### src/hw/pdp8_macros.svh
// Widths and instruction field positions shared by the PDP-8 core
// Include this header wherever a width or a bit index is needed
`ifndef PDP8_MACROS_SVH
`define PDP8_MACROS_SVH

// Machine word and address widths
`define WORD_BITS   12
`define ADDR_BITS   12

// An address is a page number joined with an in-page offset
`define OFFSET_BITS 7
`define PAGE_BITS   5

// Full 4K word core
`define MEM_WORDS   4096

// Addressing flags of a memory reference instruction
`define INDIRECT_BIT 8
`define CURPAGE_BIT  7

`endif
### src/hw/pdp8Pkg.sv
// Types shared between the PDP-8 processor blocks
// Members are referenced as pdp8Pkg::name, widths come from the macros header
`default_nettype none

`include "pdp8_macros.svh"

package pdp8Pkg;

  typedef logic [`WORD_BITS-1:0]   pdp8Word;
  typedef logic [`ADDR_BITS-1:0]   pdp8Addr;
  typedef logic [`OFFSET_BITS-1:0] pageOffset;

  // Top three bits of an instruction
  typedef enum logic [2:0] {
    opAnd = 3'd0,
    opTad = 3'd1,
    opIsz = 3'd2,
    opDca = 3'd3,
    opJms = 3'd4,
    opJmp = 3'd5,
    opIot = 3'd6,
    opOpr = 3'd7
  } opcodeT;

  typedef enum logic [1:0] {
    stIdle,
    stFetch,
    stDefer,
    stExecute
  } majorState;

  typedef struct packed {
    opcodeT    opcode;
    // Set only for memory reference words
    logic      indirect;
    logic      curPage;
    pageOffset offset;
    logic      grp1;
    logic      grp2;
    // Clear AC, used by both operate groups
    logic      cla;
    logic      cll;
    logic      cma;
    logic      cml;
    logic      iac;
    logic      rar;
    logic      ral;
    logic      twice;
    logic      sma;
    logic      sza;
    logic      snl;
    logic      invert;
    logic      hlt;
  } decodedInstr;

  typedef struct packed {
    logic    we;
    pdp8Addr addr;
    pdp8Word data;
  } memPort;

endpackage

`default_nettype wire

### src/hw/instructionDecode.sv
// Instruction register and field decode for the PDP-8 processor
// During fetch the word on the memory bus is decoded directly, so the
// sequencer and the address unit see the new instruction in that cycle
`default_nettype none
`timescale 1ns/1ns

`include "pdp8_macros.svh"

module instructionDecode (
  input  wire logic                clk,
  input  wire logic                rst,
  input  wire pdp8Pkg::majorState  state,
  input  wire pdp8Pkg::pdp8Word    readData,
  output pdp8Pkg::decodedInstr     instr
);

  pdp8Pkg::pdp8Word ir;
  pdp8Pkg::pdp8Word word;
  pdp8Pkg::opcodeT  opcode;
  logic             memRef;
  logic             isOpr;

  always_ff @(posedge clk) begin
    if (rst) begin
      ir <= '0;
    end else if (state == pdp8Pkg::stFetch) begin
      ir <= readData;
    end
  end

  assign word   = (state == pdp8Pkg::stFetch) ? readData : ir;
  assign opcode = pdp8Pkg::opcodeT'(word[`WORD_BITS-1 -: 3]);
  assign memRef = (opcode < pdp8Pkg::opIot);
  assign isOpr  = (opcode == pdp8Pkg::opOpr);

  always_comb begin
    instr          = '0;
    instr.opcode   = opcode;
    instr.indirect = memRef & word[`INDIRECT_BIT];
    instr.curPage  = word[`CURPAGE_BIT];
    instr.offset   = word[`OFFSET_BITS-1:0];
    // Group 3 (bits 8 and 0 set) falls through as a no-op
    instr.grp1     = isOpr & ~word[8];
    instr.grp2     = isOpr & word[8] & ~word[0];
    instr.cla      = (instr.grp1 | instr.grp2) & word[7];
    instr.cll      = instr.grp1 & word[6];
    instr.cma      = instr.grp1 & word[5];
    instr.cml      = instr.grp1 & word[4];
    instr.rar      = instr.grp1 & word[3];
    instr.ral      = instr.grp1 & word[2];
    instr.twice    = instr.grp1 & word[1];
    instr.iac      = instr.grp1 & word[0];
    instr.sma      = instr.grp2 & word[6];
    instr.sza      = instr.grp2 & word[5];
    instr.snl      = instr.grp2 & word[4];
    instr.invert   = instr.grp2 & word[3];
    instr.hlt      = instr.grp2 & word[1];
  end

endmodule

`default_nettype wire

### config.mk
export PLATFORM = sky130hd
export DESIGN_NAME = instructionDecode
export DESIGN_NICKNAME = d
export VERILOG_FILES = /design/src/hw/pdp8Pkg.sv /design/src/hw/instructionDecode.sv
export VERILOG_INCLUDE_DIRS = /design/src /design/src/hw
export SDC_FILE = /design/constraint.sdc
export NUM_CORES = 1
export LEC_CHECK = 0
export BUFFER_PORTS_ARGS = -buffer_cell sky130_fd_sc_hd__buf_2
export CORE_ASPECT_RATIO = 1.1
export CORE_MARGIN = 2
export CORE_UTILIZATION = 42
export DETAILED_ROUTE_END_ITERATION = 8
export GPL_TIMING_DRIVEN = 0
export PLACE_DENSITY = 0.77
export RECOVER_POWER = 25
export SLEW_MARGIN = 0
export SYNTH_ARGS = -nofsm -noshare
export SYNTH_HDL_FRONTEND = slang
export SYNTH_SLANG_ARGS = --single-unit
### constraint.sdc
create_clock -name clk -period 1.7 [get_ports clk]
set_clock_uncertainty 0.1 [all_clocks]
set_input_delay 0.17 -clock clk [delete_from_list [all_inputs] [get_ports clk]]
set_output_delay 0.17 -clock clk [all_outputs]
set_load 0.01 [all_outputs]
==> flow_metrics.env <==
export IMPL_maxCapViolations=0
export IMPL_timing_hold_ws_ns=0.0676
export IMPL_largest_register_ffs=12
export IMPL_p_leak_uw=0.000579
export IMPL_ys_seq_area_share_pct=32.4
export IMPL_row_count=15
export IMPL_numCtsBuffers=3
export IMPL_maxSlewViolCount=0
export IMPL_io_buffers=42
export IMPL_fin_crit_sh_pct=98.5
export IMPL_final_common_cell="buf_2"
export IMPL_cts_tree="yes"
export IMPL_cp_required_ns=1.43
export IMPL_htreeDepth=1
export IMPL_place_ws_ns=-0.0990
export IMPL_vias_per_cell=5.09
export IMPL_fin_nets=152
export IMPL_clk_pin_slew_worst_paths_ns=0.08
export IMPL_timing_rr_start="ir[11]$_SDFF_PP0_"
export IMPL_post_route_util_pct=67.7
export IMPL_grt_overflow=0
export IMPL_end_kind="output pin"
export IMPL_critPathBufInv=5
export IMPL_initial_core_util_pct=46.0
export IMPL_synth_cell_types=19
export IMPL_max_clock_path_buffers=2
export IMPL_synthesis_nets=103
export IMPL_cp_start_kind="input port"
export IMPL_slowest_delay_ns=0.34
export IMPL_cts_root_buf="clkbuf_4"
export IMPL_cts_sinks=12
export IMPL_wirelength_microns=1920
export IMPL_wire_per_inst_microns=12.6
export IMPL_arrival_ns=1.41
export IMPL_cp_max_fo=10
export IMPL_layout_setup_ws_ns=0.0250
export IMPL_drtIter0Drc=11
export IMPL_holdPathStages=3
export IMPL_vias=773
export IMPL_layout_common_cells="buf_2, buf_4, dfxtp_1"
export IMPL_area_growth_pct=47.2
export IMPL_hold_path_class="input port to register"
export IMPL_reg_top3="ir x12"
export IMPL_netlist_area_sq_um=742
export IMPL_grt_max_degree=11
export IMPL_fmax_mhz=597
export IMPL_dr_pass1_iters=4
export IMPL_grt_antenna_before_repair=0
export IMPL_grt_setup_unrepaired="yes"
export IMPL_dpl_hpwl_microns=1390
export IMPL_ys_seq_elements=12
export IMPL_top_register="ir"
export IMPL_grt_first_pass_wirelength_microns=2690
export IMPL_die_area_sq_um=2120
export IMPL_antenna_left=0
export IMPL_die_w_microns=44.1
export IMPL_drive_gt1_share_pct=57.0
export IMPL_finalSetupViolCount=0
export IMPL_placed_area_sq_um=973
export IMPL_drc=0
export IMPL_syn_inst=87
export IMPL_avgSynthCellArea_sq_um=8.53
export IMPL_cp_slowest_cell="mux2i_2"
export IMPL_gp_congestion=0.786
export IMPL_rrSetupSlack_ns=0.75
export IMPL_path_cells="buf_2, and2b_2, buf_4, mux2i_2, inv_1, buf_4, buf_2"
export IMPL_yosysWarnings=0
export IMPL_max_slew_margin_pct=66.8
export IMPL_worstHoldStart="readData[1]"
export IMPL_finish_instance_area_sq_um=1090
export IMPL_synth_area_top_cells="dfxtp_1, mux2i_1, buf_4"
export IMPL_power_density_nw_per_um2=662
export IMPL_status="complete, no violations"
export IMPL_critPathTopFamily="buffers and inverters"
export IMPL_ioPinCount=43
export IMPL_reg2regPathDepth=2
export IMPL_yosysTopAreaCellShare_pct=32.4
export IMPL_track_usage_pct=18.0
export IMPL_diodes=0
export IMPL_die_y_microns=48.1
export IMPL_worst_pin_slew_ns=0.498
export IMPL_worstSetupPathType="input port to output pin"
export IMPL_hold_viol=0
export IMPL_min_to="ir[1]$_SDFF_PP0_"
export IMPL_reg2reg_to="ir[11]$_SDFF_PP0_"
export IMPL_max_vdd_ir_drop_v=0.000502
export IMPL_grt_pass1_vias=607
export IMPL_core_area_sq_um=1610
export IMPL_clk_latency_ns=0.28
export IMPL_period_minus_slack_ns=1.68
export IMPL_yosys_area_top_type="dfxtp_1"
## timing repair
item	CTS	global route
hold endpoints to repair	2	0
hold buffers	1	0
resized for setup	4	11
endpoints found under the setup margin	18	23
pin swaps	0	2
setup buffers	0	0
cloned	0	1
## Yosys cell counts
cell      count
and2b_2       1
a31oi_4       1
o31ai_1       1
nor3_1        8
nand4b_1      1
mux2i_1      10
and4bb_2      2
a31oi_1       2
and4b_2       1
nor4_1        6
mux2_2        2
nand2b_1      1
buf_2         1
dfxtp_1      12
buf_4        12
nor2b_1       3
clkbuf_1      1
nor2_1       11
inv_1        11
## per-layer routing
layer | part of all wire (%) | track usage [%]
met4 | 2.1 | 12.7
met3 | 7.7 | 2.64
met2 | 49 | 28.8
met1 | 42 | 22.3
met5 | 0 | 0
## final cells by class
type                    instances  area (sq um)
flip-flops and latches         12           240
well taps                      17          21.3
fillers                       128           522
clock buffers                   4          36.3
repair buffers                 44           225
plain buffers                  14           105
multi-input cells              50           423
inverters                      11          41.3
## metrics by stage
stage	power, uW	instances	setup TNS [ns]
detailed placement	472	146	-0.727
floorplan	414	87	0
global route	751	152	-0.326
finish	723	152	0
global placement	467	146	-0.328
CTS	706	151	0
## worst max path at each step
stage | startpoint | to | slack, ns | cells past startpoint
6_report | state[1] | instr[21] | 0.02 | 7
5_1_grt | state[1] | instr[18] | -0.06 | 7
4_1_cts | state[1] | instr[16] | 0.01 | 7
3_5_place_dp | state[1] | instr[24] | -0.1 | 6
3_3_place_gp | state[1] | instr[24] | -0.06 | 6
2_1_floorplan | state[1] | instr[0] | 0.25 | 4
## kinds of logic after synthesis
logic type	Yosys count	share of synthesized area [%]
AOI/OAI and AO/OA	4	5.56
DFF	12	32.4
buffers and inverters	25	18.9
and+or+nand+nor	34	26.6
muxes	12	16.5
## worst reg2reg max path, delay by kind of cell, from the launching register on
family | cells | cell delay, ns
multiplexers | 1 | 0.29
flip-flops | 1 | 0.34
AND/OR/NAND/NOR | 1 | 0.13
## power breakdown
part	internal [uW]	total (uW)	switching, uW	leakage [uW]
Sequential	295	303	8.28	0.0000982
Combinational	92.3	185	92.5	0.000460
Clock	130	235	104	0.0000210
Power figures use the tool's default switching activity.
