$ cat src/hw/pdp8_macros.svh
// Widths and instruction field positions shared by the PDP-8 core
// Include this header wherever a width or a bit index is needed
`ifndef PDP8_MACROS_SVH
`define PDP8_MACROS_SVH

// Machine word and address widths
`define WORD_BITS   12
`define ADDR_BITS   12

// An address is a page number joined with an in-page offset
`define OFFSET_BITS 7
`define PAGE_BITS   5

// Full 4K word core
`define MEM_WORDS   4096

// Addressing flags of a memory reference instruction
`define INDIRECT_BIT 8
`define CURPAGE_BIT  7

`endif
$ cat src/hw/pdp8Pkg.sv
// Types shared between the PDP-8 processor blocks
// Members are referenced as pdp8Pkg::name, widths come from the macros header
`default_nettype none

`include "pdp8_macros.svh"

package pdp8Pkg;

  typedef logic [`WORD_BITS-1:0]   pdp8Word;
  typedef logic [`ADDR_BITS-1:0]   pdp8Addr;
  typedef logic [`OFFSET_BITS-1:0] pageOffset;

  // Top three bits of an instruction
  typedef enum logic [2:0] {
    opAnd = 3'd0,
    opTad = 3'd1,
    opIsz = 3'd2,
    opDca = 3'd3,
    opJms = 3'd4,
    opJmp = 3'd5,
    opIot = 3'd6,
    opOpr = 3'd7
  } opcodeT;

  typedef enum logic [1:0] {
    stIdle,
    stFetch,
    stDefer,
    stExecute
  } majorState;

  typedef struct packed {
    opcodeT    opcode;
    // Set only for memory reference words
    logic      indirect;
    logic      curPage;
    pageOffset offset;
    logic      grp1;
    logic      grp2;
    // Clear AC, used by both operate groups
    logic      cla;
    logic      cll;
    logic      cma;
    logic      cml;
    logic      iac;
    logic      rar;
    logic      ral;
    logic      twice;
    logic      sma;
    logic      sza;
    logic      snl;
    logic      invert;
    logic      hlt;
  } decodedInstr;

  typedef struct packed {
    logic    we;
    pdp8Addr addr;
    pdp8Word data;
  } memPort;

endpackage

`default_nettype wire

$ cat src/hw/accumulatorPath.sv
// Accumulator and link of the PDP-8 processor
// Executes AND, TAD and DCA on the AC, runs the group 1 operate chain
// and evaluates the group 2 skip condition
`default_nettype none
`timescale 1ns/1ns

`include "pdp8_macros.svh"

module accumulatorPath (
  input  wire logic                  clk,
  input  wire logic                  rst,
  input  wire pdp8Pkg::majorState    state,
  input  wire pdp8Pkg::decodedInstr  instr,
  input  wire pdp8Pkg::pdp8Word      readData,
  output pdp8Pkg::pdp8Word           ac,
  output logic                       link,
  output logic                       skip
);

  logic [`WORD_BITS:0] sum;
  pdp8Pkg::pdp8Word    opAc;
  logic                opLink;
  logic                iacCarry;
  logic [`WORD_BITS:0] rot;
  logic                testHit;

  // Carry out of TAD lands in bit 12
  assign sum = {1'b0, ac} + {1'b0, readData};

  // Group 1 sequence: clear, complement, increment, rotate
  always_comb begin
    opAc     = instr.cla ? '0 : ac;
    opLink   = instr.cll ? 1'b0 : link;
    iacCarry = 1'b0;
    if (instr.cma) begin
      opAc = ~opAc;
    end
    if (instr.cml) begin
      opLink = ~opLink;
    end
    if (instr.iac) begin
      {iacCarry, opAc} = {1'b0, opAc} + 1'b1;
    end
    if (iacCarry) begin
      opLink = ~opLink;
    end
    // Link sits above AC bit 11 while rotating
    rot = {opLink, opAc};
    if (instr.rar) begin
      rot = {rot[0], rot[`WORD_BITS:1]};
      if (instr.twice) begin
        rot = {rot[0], rot[`WORD_BITS:1]};
      end
    end else if (instr.ral) begin
      rot = {rot[`WORD_BITS-1:0], rot[`WORD_BITS]};
      if (instr.twice) begin
        rot = {rot[`WORD_BITS-1:0], rot[`WORD_BITS]};
      end
    end
  end

  // Tested against AC before any group 2 CLA
  assign testHit = (instr.sma & ac[`WORD_BITS-1]) |
                   (instr.sza & (ac == '0)) |
                   (instr.snl & link);
  assign skip    = instr.grp2 & (testHit ^ instr.invert);

  always_ff @(posedge clk) begin
    if (rst) begin
      ac   <= '0;
      link <= 1'b0;
    end else if (state == pdp8Pkg::stExecute) begin
      case (instr.opcode)
        pdp8Pkg::opAnd: ac <= ac & readData;
        pdp8Pkg::opTad: begin
          ac <= sum[`WORD_BITS-1:0];
          if (sum[`WORD_BITS]) begin
            link <= ~link;
          end
        end
        // Store happens on this same edge
        pdp8Pkg::opDca: ac <= '0;
        pdp8Pkg::opOpr: begin
          if (instr.grp1) begin
            ac   <= rot[`WORD_BITS-1:0];
            link <= rot[`WORD_BITS];
          end else if (instr.grp2 & instr.cla) begin
            ac <= '0;
          end
        end
        default: begin
        end
      endcase
    end
  end

endmodule

`default_nettype wire

$ cat config.mk
export PLATFORM = sky130hd
export DESIGN_NAME = accumulatorPath
export DESIGN_NICKNAME = d
export VERILOG_FILES = /design/src/hw/pdp8Pkg.sv /design/src/hw/accumulatorPath.sv
export VERILOG_INCLUDE_DIRS = /design/src /design/src/hw
export SDC_FILE = /design/constraint.sdc
export NUM_CORES = 1
export LEC_CHECK = 0
export ABC_CLOCK_PERIOD_IN_PS = 3100
export BUFFER_PORTS_ARGS = -buffer_cell sky130_fd_sc_hd__buf_2
export CORE_UTILIZATION = 40
export CTS_CLUSTER_SIZE = 10
export DETAILED_ROUTE_END_ITERATION = 6
export GPL_ROUTABILITY_DRIVEN = 0
export GPL_TIMING_DRIVEN = 0
export HOLD_SLACK_MARGIN = 0.12
export PLACE_DENSITY = 0.67
export SLEW_MARGIN = 20
export SYNTH_ARGS = -nofsm -noshare
export SYNTH_HDL_FRONTEND = slang
export SYNTH_SLANG_ARGS = --single-unit
$ cat constraint.sdc
create_clock -name clk -period 3.1 [get_ports clk]
set_clock_uncertainty 0.2 [all_clocks]
set_input_delay 0.31 -clock clk [delete_from_list [all_inputs] [get_ports clk]]
set_output_delay 0.31 -clock clk [all_outputs]
set_load 0.02 [all_outputs]
==> results.py <==
metrics = {
    "outcome": {
        "status": "completed",
    },
    "timing": {
        "slew_headroom": 0.574,
        "fin_setup_tns_ps": 0,
        "finalHoldViolations": 0,
        "drv_slew": 0,
        "setup_violations": 0,
        "worst_slack_ps": 179,
        "period_share": 0.942,
        "fmax_mhz": 342,
        "worst_pin_slew_ps": 638,
        "whs_ps": 254,
        "timing.final.crit_period_ps": 2920,
    },
    "setup_path": {
        "cp.buffers_inverters": 2,
        "timing.rr.end": "ac[0]",
        "reg2reg_slack_ps": 220,
        "critical_path.top_delay_family": "compound AO/OA/AOI/OAI gates",
        "cp_data_required_time_ps": 3020,
        "rr_worst_depth": 10,
        "path_cells": "buf_2, buf_2, nand2b_1, xnor2_1, ha_1, and3_1, a32oi_4, a221oi_2, xnor2_1, nor2_1, a211oi_1, o22ai_1",
        "arrival_ps": 2840,
        "max_stage_delay_ps": 380,
        "worstSetupPathType": "in2reg",
        "crit_slowest_cell": "a32oi_4",
        "reg2reg_from": "ac[1]",
        "start_kind": "primary input",
        "worstSetupEndpointType": "flop",
        "cp_max_fo": 10,
    },
    "place": {
        "io_buffer_count": 46,
        "dpl_cell_area_um2": 2870,
        "hpwl_mm": 6.42,
        "pre_cts_slack_ps": -174,
    },
    "detailed_routing": {
        "vias": 2983,
        "drt_iter0_drc": 313,
        "drc": 0,
        "postRouteWirelength_mm": 8.23,
        "viasPerCell": 6.27,
        "antenna_left": 0,
        "wl_per_cell_um": 17.3,
        "firstDrtPassIters": 5,
    },
    "die": {
        "start_util": 0.422,
        "die_y_um": 81.7,
        "die_width_um": 81.7,
        "die_area_um2": 6680,
        "ios": 57,
        "fp-row-count": 28,
        "core_area_um2": 6030,
    },
    "cells_and_area": {
        "final_area_um2": 2940,
        "syn2layout_area_growth_pct": 15.7,
        "layout-drive-gt1-share": 0.195,
        "diodes": 0,
        "finalNetCount": 459,
        "post-route-util": 0.488,
    },
    "flow_run": {
        "maxCapViolCount": 0,
    },
    "synth": {
        "syn_inst": 351,
        "synth_edf_count": 0,
        "synth_seq_cells": 13,
        "async_reset_ff_frac": 0,
        "synth_sequential_area_ratio": 0.102,
        "yosys_warnings": 0,
        "synth_nets": 408,
        "dominantRegCellSynth": "dfxtp_1",
        "syn_avg_cell_area_um2": 7.24,
        "netlist_area_um2": 2540,
        "ys_types": 76,
    },
    "clock_network": {
        "cts_buffer_depth": 2,
        "cts_buffers": 3,
        "cts_tree": "done",
        "insertion_delay_ps": 250,
        "cts-resized-gates": 0,
        "htree_num_levels": 1,
        "hold_buffers": 0,
        "clk_pin_slew_ps": 60,
        "cts.sinks": 13,
        "postCtsSetupRepairBufs": 0,
        "clockRootBuffer": "clkbuf_8",
    },
    "global_routing": {
        "antenna_found_initial": 0,
        "grt_first_pass_wirelength_mm": 13.1,
        "overflow": 0,
        "grt_max_degree": 11,
        "track_usage": 0.254,
        "grt_pass1_vias": 2739,
    },
    "pwr": {
        "max-vdd-ir-drop_mv": 0.102,
        "pwr_density_cell_nw_per_um2": 253,
        "p_leak_nw": 1.12,
    },
    "min_path": {
        "worstHoldPathType": "in2reg",
        "hold_depth": 3,
        "hold_start": "rst",
        "min_to": "ac[9]",
    },
}
## tightest hold or removal path, stage by stage
cell	delay, ps
buf_2	160
nor2_1	70
o2bb2ai_1	120
## layout by cell type (no fill, tap or decap), drive strengths merged, types with 13 or more instances in the layout
master / count
buf: 54
nand2: 27
nor2: 27
o21ai: 27
a21oi: 26
xnor2: 20
ha: 13
dfxtp: 13
clkbuf: 13
## synthesized netlist by cell type, drive strengths merged (3+ instances only)
library cell,n,share of area
and3,6,0.015
nand4,10,0.025
inv,6,0.0089
nand2b,10,0.025
nor2,27,0.041
xnor2,20,0.069
and2,5,0.012
o21ai,27,0.053
nor3b,5,0.017
o21bai,6,0.018
clkbuf,10,0.015
o221ai,3,0.010
nand2,27,0.043
o211ai,6,0.023
a311oi,4,0.014
a221oi,7,0.027
a221o,3,0.012
xor2,6,0.021
nor3,9,0.018
buf,8,0.019
o21a,5,0.015
o31ai,4,0.014
o22ai,3,0.0074
a21oi,26,0.051
a31oi,4,0.0098
dfxtp,13,0.10
nor2b,10,0.025
nand3,9,0.023
a211oi,8,0.026
ha,13,0.064
a21o,7,0.021
nor4,4,0.0098
## kinds of logic (layout without fill, tap and decap cells)
kind of cell	Yosys count	after routing	synth area share
adder cells (fa/ha/maj)	14	14	0.0719
XOR/XNOR	26	26	0.0896
AND/OR/NAND/NOR	135	135	0.298
multiplexers	2	2	0.00837
flip-flops	13	13	0.102
AO/OA/AOI/OAI	136	136	0.386
buffers and inverters	25	75	0.0438
## state kept, by name, indices dropped and copies added (netlist names)
signal	count
ac	12
link	1
## layout make-up
| type | count | area [um^2] |
|---|---|---|
| Inverter | 7 | 26.3 |
| Fill cell | 633 | 3090 |
| Sequential cell | 13 | 263 |
| Clock inverter | 1 | 5.00 |
| Buffer | 18 | 85.1 |
| Multi-Input combinational cell | 313 | 2190 |
| Timing Repair Buffer | 46 | 230 |
| Clock buffer | 3 | 41.3 |
| Tap cell | 75 | 93.8 |
## power by group
group | switching (mW) | internal, mW | leakage (nW) | total (mW)
Clock | 0.0703 | 0.0892 | 0.0255 | 0.160
Combinational | 0.235 | 0.149 | 0.983 | 0.384
Sequential | 0.0230 | 0.177 | 0.107 | 0.200
## worst max path at each step
stage,slack [ps],end,cells past startpoint,startpoint
after floorplan,350,ac[6],10,ac[1]
after global placement,-100,ac[6],12,instr[12]
after detailed placement,-170,ac[6],12,instr[12]
after CTS,40,ac[6],10,ac[1]
after global routing,-7,ac[6],12,instr[12]
final,180,ac[0],12,instr[12]
## routing by layer
layer / up-vias / routed length (um) / global-route usage
met5: - / 0 / 0
li1: 1460 / - / -
met3: 16 / 602 / 0.0144
met1: 1370 / 3750 / 0.346
met2: 137 / 3720 / 0.418
met4: 0 / 163 / 0.0930
## stage by stage
stage	total power, mW	std cells
2_1_floorplan	0.466	351
3_3_place_gp	0.569	472
3_5_place_dp	0.575	472
4_1_cts	0.730	476
5_1_grt	0.789	476
6_report	0.744	476
No activity file was read; power rests on OpenSTA's default activity.
