--- src/hw/pdp8_macros.svh ---
// Widths and instruction field positions shared by the PDP-8 core
// Include this header wherever a width or a bit index is needed
`ifndef PDP8_MACROS_SVH
`define PDP8_MACROS_SVH

// Machine word and address widths
`define WORD_BITS   12
`define ADDR_BITS   12

// An address is a page number joined with an in-page offset
`define OFFSET_BITS 7
`define PAGE_BITS   5

// Full 4K word core
`define MEM_WORDS   4096

// Addressing flags of a memory reference instruction
`define INDIRECT_BIT 8
`define CURPAGE_BIT  7

`endif
--- src/hw/pdp8Pkg.sv ---
// Types shared between the PDP-8 processor blocks
// Members are referenced as pdp8Pkg::name, widths come from the macros header
`default_nettype none

`include "pdp8_macros.svh"

package pdp8Pkg;

  typedef logic [`WORD_BITS-1:0]   pdp8Word;
  typedef logic [`ADDR_BITS-1:0]   pdp8Addr;
  typedef logic [`OFFSET_BITS-1:0] pageOffset;

  // Top three bits of an instruction
  typedef enum logic [2:0] {
    opAnd = 3'd0,
    opTad = 3'd1,
    opIsz = 3'd2,
    opDca = 3'd3,
    opJms = 3'd4,
    opJmp = 3'd5,
    opIot = 3'd6,
    opOpr = 3'd7
  } opcodeT;

  typedef enum logic [1:0] {
    stIdle,
    stFetch,
    stDefer,
    stExecute
  } majorState;

  typedef struct packed {
    opcodeT    opcode;
    // Set only for memory reference words
    logic      indirect;
    logic      curPage;
    pageOffset offset;
    logic      grp1;
    logic      grp2;
    // Clear AC, used by both operate groups
    logic      cla;
    logic      cll;
    logic      cma;
    logic      cml;
    logic      iac;
    logic      rar;
    logic      ral;
    logic      twice;
    logic      sma;
    logic      sza;
    logic      snl;
    logic      invert;
    logic      hlt;
  } decodedInstr;

  typedef struct packed {
    logic    we;
    pdp8Addr addr;
    pdp8Word data;
  } memPort;

endpackage

`default_nettype wire

--- src/hw/addressUnit.sv ---
// Program counter, effective address and memory port control
// Owns the memory port while running and hands it to the load port in idle.
// Performs the stores of DCA, JMS and ISZ and the jumps and skips on the PC
`default_nettype none
`timescale 1ns/1ns

`include "pdp8_macros.svh"

module addressUnit (
  input  wire logic                  clk,
  input  wire logic                  rst,
  input  wire pdp8Pkg::majorState    state,
  input  wire pdp8Pkg::decodedInstr  instr,
  input  wire pdp8Pkg::pdp8Word      readData,
  input  wire pdp8Pkg::pdp8Addr      startAddr,
  input  wire logic                  run,
  input  wire pdp8Pkg::pdp8Word      acWord,
  input  wire logic                  skip,
  input  wire logic                  loadEn,
  input  wire pdp8Pkg::pdp8Addr      loadAddr,
  input  wire pdp8Pkg::pdp8Word      loadData,
  output pdp8Pkg::memPort            mem,
  output pdp8Pkg::pdp8Addr           pc
);

  pdp8Pkg::pdp8Addr ea;
  pdp8Pkg::pdp8Addr directAddr;
  pdp8Pkg::pdp8Addr returnAddr;
  pdp8Pkg::pdp8Word iszWord;
  logic             iszZero;
  logic             skipNext;

  // Page of the instruction itself, or page zero
  assign directAddr = instr.curPage ?
                      {pc[`ADDR_BITS-1 -: `PAGE_BITS], instr.offset} :
                      {{`PAGE_BITS{1'b0}}, instr.offset};

  // PC already points past the JMS here
  assign returnAddr = pc;
  assign iszWord    = readData + 1'b1;
  assign iszZero    = (iszWord == '0);
  assign skipNext   = skip | ((instr.opcode == pdp8Pkg::opIsz) & iszZero);

  always_ff @(posedge clk) begin
    if (state == pdp8Pkg::stFetch) begin
      ea <= directAddr;
    end else if (state == pdp8Pkg::stDefer) begin
      ea <= readData;
    end
  end

  always_ff @(posedge clk) begin
    if (rst) begin
      pc <= '0;
    end else begin
      case (state)
        pdp8Pkg::stIdle: begin
          if (run) begin
            pc <= startAddr;
          end
        end
        pdp8Pkg::stFetch: begin
          pc <= pc + 1'b1;
        end
        pdp8Pkg::stExecute: begin
          if (instr.opcode == pdp8Pkg::opJms) begin
            pc <= ea + 1'b1;
          end else if (instr.opcode == pdp8Pkg::opJmp) begin
            pc <= ea;
          end else if (skipNext) begin
            pc <= pc + 1'b1;
          end
        end
        default: begin
        end
      endcase
    end
  end

  always_comb begin
    mem.we   = 1'b0;
    mem.addr = ea;
    mem.data = acWord;
    case (state)
      pdp8Pkg::stIdle: begin
        mem.we   = loadEn;
        mem.addr = loadAddr;
        mem.data = loadData;
      end
      pdp8Pkg::stFetch: begin
        mem.addr = pc;
      end
      pdp8Pkg::stExecute: begin
        case (instr.opcode)
          pdp8Pkg::opDca: mem.we = 1'b1;
          pdp8Pkg::opJms: begin
            mem.we   = 1'b1;
            mem.data = returnAddr;
          end
          pdp8Pkg::opIsz: begin
            mem.we   = 1'b1;
            mem.data = iszWord;
          end
          default: begin
          end
        endcase
      end
      default: begin
      end
    endcase
  end

endmodule

`default_nettype wire

--- config.mk ---
export PLATFORM = sky130hd
export DESIGN_NAME = addressUnit
export DESIGN_NICKNAME = d
export VERILOG_FILES = /design/src/hw/pdp8Pkg.sv /design/src/hw/addressUnit.sv
export VERILOG_INCLUDE_DIRS = /design/src /design/src/hw
export SDC_FILE = /design/constraint.sdc
export NUM_CORES = 1
export LEC_CHECK = 0
export BUFFER_PORTS_ARGS = -buffer_cell sky130_fd_sc_hd__buf_4
export CORE_AREA = 2 2 106 108
export CTS_BUF_LIST = sky130_fd_sc_hd__clkbuf_4 sky130_fd_sc_hd__clkbuf_8
export DETAILED_ROUTE_END_ITERATION = 8
export DIE_AREA = 0 0 108 110
export PLACE_DENSITY_LB_ADDON = 0.12
export SLEW_MARGIN = 5
export SYNTH_ARGS = -nofsm -noshare
export SYNTH_HDL_FRONTEND = slang
export SYNTH_SLANG_ARGS = --single-unit
--- constraint.sdc ---
create_clock -name clk -period 2.3 [get_ports clk]
set_clock_uncertainty 0.15 [all_clocks]
set_input_delay 0.115 -clock clk [delete_from_list [all_inputs] [get_ports clk]]
set_output_delay 0.115 -clock clk [all_outputs]
set_load 0.01 [all_outputs]
==> flow_summary.json <==
{
  "cts_buffers": 3,
  "cts_resized": 0,
  "area_delta_synth_final_pct": 48.93,
  "final_nets": 585,
  "root_buffer": "clkbuf_8",
  "final_cell_mix": "buf_4 (146), nand2_1 (55), a22oi_1 (33)",
  "drc": 0,
  "cts_tree": "done",
  "yosys.cell_types.count": 48,
  "finalCritPeriodShare_pct": 88.64,
  "worstSetupStartpointType": "input pin",
  "synth-edff-count": 12,
  "place_inst": 612,
  "final-setup-viol-count": 0,
  "hold_ws_ns": 0.01201,
  "dpl.hpwl_um": 8662,
  "io_pins": 131,
  "crit_type": "input pin to flop",
  "initial_core_util_pct": 24.53,
  "power_frac_clock_pct": 17.1,
  "fin_crit_ns": 2.039,
  "combPwrFrac_pct": 47.8,
  "drv_slew": 0,
  "portBuffers": 114,
  "syn_inst": 350,
  "multi_input_area_um2": 1882,
  "ant_nets": 0,
  "dr.pass1.iters": 4,
  "n_fill_cell": 1170,
  "seqCellArea_um2": 600.6,
  "min_path_type": "input pin to flop",
  "ys_seq_area_share_pct": 22.89,
  "layout_commonest_cell": "buf_4",
  "syn_area_per_cell_um2": 7.496,
  "wire_per_inst_um": 17.08,
  "grt_pass1_wl_um": 16090,
  "die_y_um": 110,
  "antenna_found_initial": 0,
  "gp_congestion": 0.8652,
  "die_w_um": 108,
  "grt.overflow.total": 0,
  "setup_ws_ns": 0.2613,
  "finalHoldViolCount": 0,
  "syn_nets": 452,
  "seq_power_share_pct": 35.1,
  "grt_setup_unrepaired": "no",
  "num_antenna_cells": 0,
  "ys_warn_count": 0,
  "ir_worst_vdd_mv": 0.2141,
  "clk_pin_slew_ns": 0.09,
  "drtIter0Drc": 113,
  "grt_pass1_vias": 3060,
  "required_ns": 2.30,
  "crit_path_frequent_cell": "buf_4",
  "p_sw_share_pct": 36.29,
  "path_cells": "buf_4 -> ha_1 -> and3_1 -> nor4_1 -> nor3_1 -> or4_4 -> nand2_1 -> buf_4 -> a311oi_1",
  "synth_area_um2": 2624,
  "max_slew_margin_pct": 46.64,
  "arrival_ns": 2.04,
  "p_leak_nw": 1.667,
  "viasPerCell": 5.024,
  "core_area_um2": 10700,
  "place_ws_ns": -0.01545,
  "clkLatencyLatePin_ns": 0.27,
  "internal_power_mw": 1.015,
  "max_stage_delay_ns": 0.57,
  "final_cell_count_no_fill": 622,
  "grt_max_degree": 33,
  "fmax_mhz": 490.5,
  "synth-async-reset-ratio_pct": 0,
  "vias": 3125,
  "drive_above_1_share_pct": 33.40,
  "slowest_stage": "or4_4",
  "status": "complete, no violations",
  "std_cell_rows": 38,
  "regToRegSetupSlack_ns": 0.33,
  "grt_use_total_pct": 17.33,
  "power.switching_mw": 0.5782,
  "cts_sinks": 24,
  "tightest_slew_ns": 0.7974,
  "maxCapViolations": 0,
  "wl_um": 10620,
  "end_kind": "flop",
  "cts_max_path_buffers": 2,
  "synth_flop_cell": "edfxtp_1",
  "h-tree-depth": 1,
  "p_per_area_nw_per_um2": 407.7,
  "die-area_um2": 11880,
  "synth-seq-cells": 24,
  "cp_max_fo": 5,
  "post-cts-setup-buffers": 0
}
[final timing paths]
path	start	to	cells after the start
max	readData[0]	pc[8]	9
min	instr[16]	ea[1]	2
max reg2reg	ea[0]	pc[6]	6
min reg2reg	pc[7]	pc[7]	2
[state kept, by name, summed over array words and instances, names as in the netlist]
name,flops
ea,12
pc,12
[repair_timing]
item | 4_1_cts | 5_1_grt
hold buffers | 3 | 3
endpoints found under the setup margin | 0 | 0
endpoints found under the hold margin | 13 | 3
[Yosys cell counts (3+ instances only)]
cell type / count / share of area, %
nor4_1: 4 / 0.95
a21oi_1: 6 / 1.1
a221oi_1: 5 / 1.7
dfxtp_1: 12 / 9.2
nand2_1: 55 / 7.9
nor3_1: 19 / 3.6
nor2b_1: 5 / 1.2
mux2_2: 8 / 3.4
and3_1: 5 / 1.2
nand2b_1: 3 / 0.72
a222oi_1: 4 / 1.5
clkbuf_1: 19 / 2.7
nand4_1: 3 / 0.72
o21ai_0: 32 / 6.1
xnor2_1: 16 / 5.3
ha_1: 8 / 3.8
inv_1: 12 / 1.7
a22oi_1: 33 / 9.4
nand3_1: 21 / 4.0
nor2_1: 11 / 1.6
a211oi_1: 12 / 3.4
xor2_1: 14 / 4.7
edfxtp_1: 12 / 14
[power groups by stage]
stage	combinational, mW	clock, mW	sequential (mW)
6_report	0.762	0.272	0.559
2_1_floorplan	0.348	0	0.575
5_1_grt	0.836	0.295	0.566
3_3_place_gp	0.755	0	0.569
3_5_place_dp	0.758	0	0.569
4_1_cts	0.766	0.280	0.559
[cell families after synthesis]
kind of cell / Yosys count / share of synthesized area, %
adder cells (fa/ha/maj): 8 / 3.815
flip-flops: 24 / 22.89
AO/OA/AOI/OAI: 108 / 28.37
AND/OR/NAND/NOR: 136 / 26.09
buffers and inverters: 36 / 5.389
multiplexers: 8 / 3.434
XOR/XNOR: 30 / 10.01
[worst max-delay path: cells and delay by family]
kind,cells,cell delay (ns)
AOI/OAI and AO/OA,1,0.08
adders and majority gates,1,0.25
buffers and inverters,2,0.27
and+or+nand+nor,5,1.32
[layout make-up]
class	count	share of cell area, %
timing repair buffer	152	29.59
sequential	24	15.37
multi-input combinational	290	48.16
inverter	12	1.153
clock buffer	4	1.249
tap	140	4.483
[metrics by stage]
stage | instance area [um2] | TNS [ns] | util (%) | total power, mW
floorplan | 2624 | 0 | - | 0.9231
global placement | 3799 | 0 | 35.51 | 1.324
detailed placement | 3799 | -0.02665 | 35.51 | 1.327
CTS | 3877 | 0 | 36.25 | 1.604
global route | 3908 | 0 | 36.53 | 1.697
finish | 3908 | 0 | 36.53 | 1.593
[layer usage]
layer,vias up,wire (um),GRT usage (%),share of wire (%)
li1,1580,-,-,-
met1,1427,4727,22.23,45
met2,108,5083,30.91,48
met3,10,718,3.175,6.8
met4,0,91,2.656,0.86
met5,-,0,0,0
Note: power is estimated with default switching activity, not from simulation.
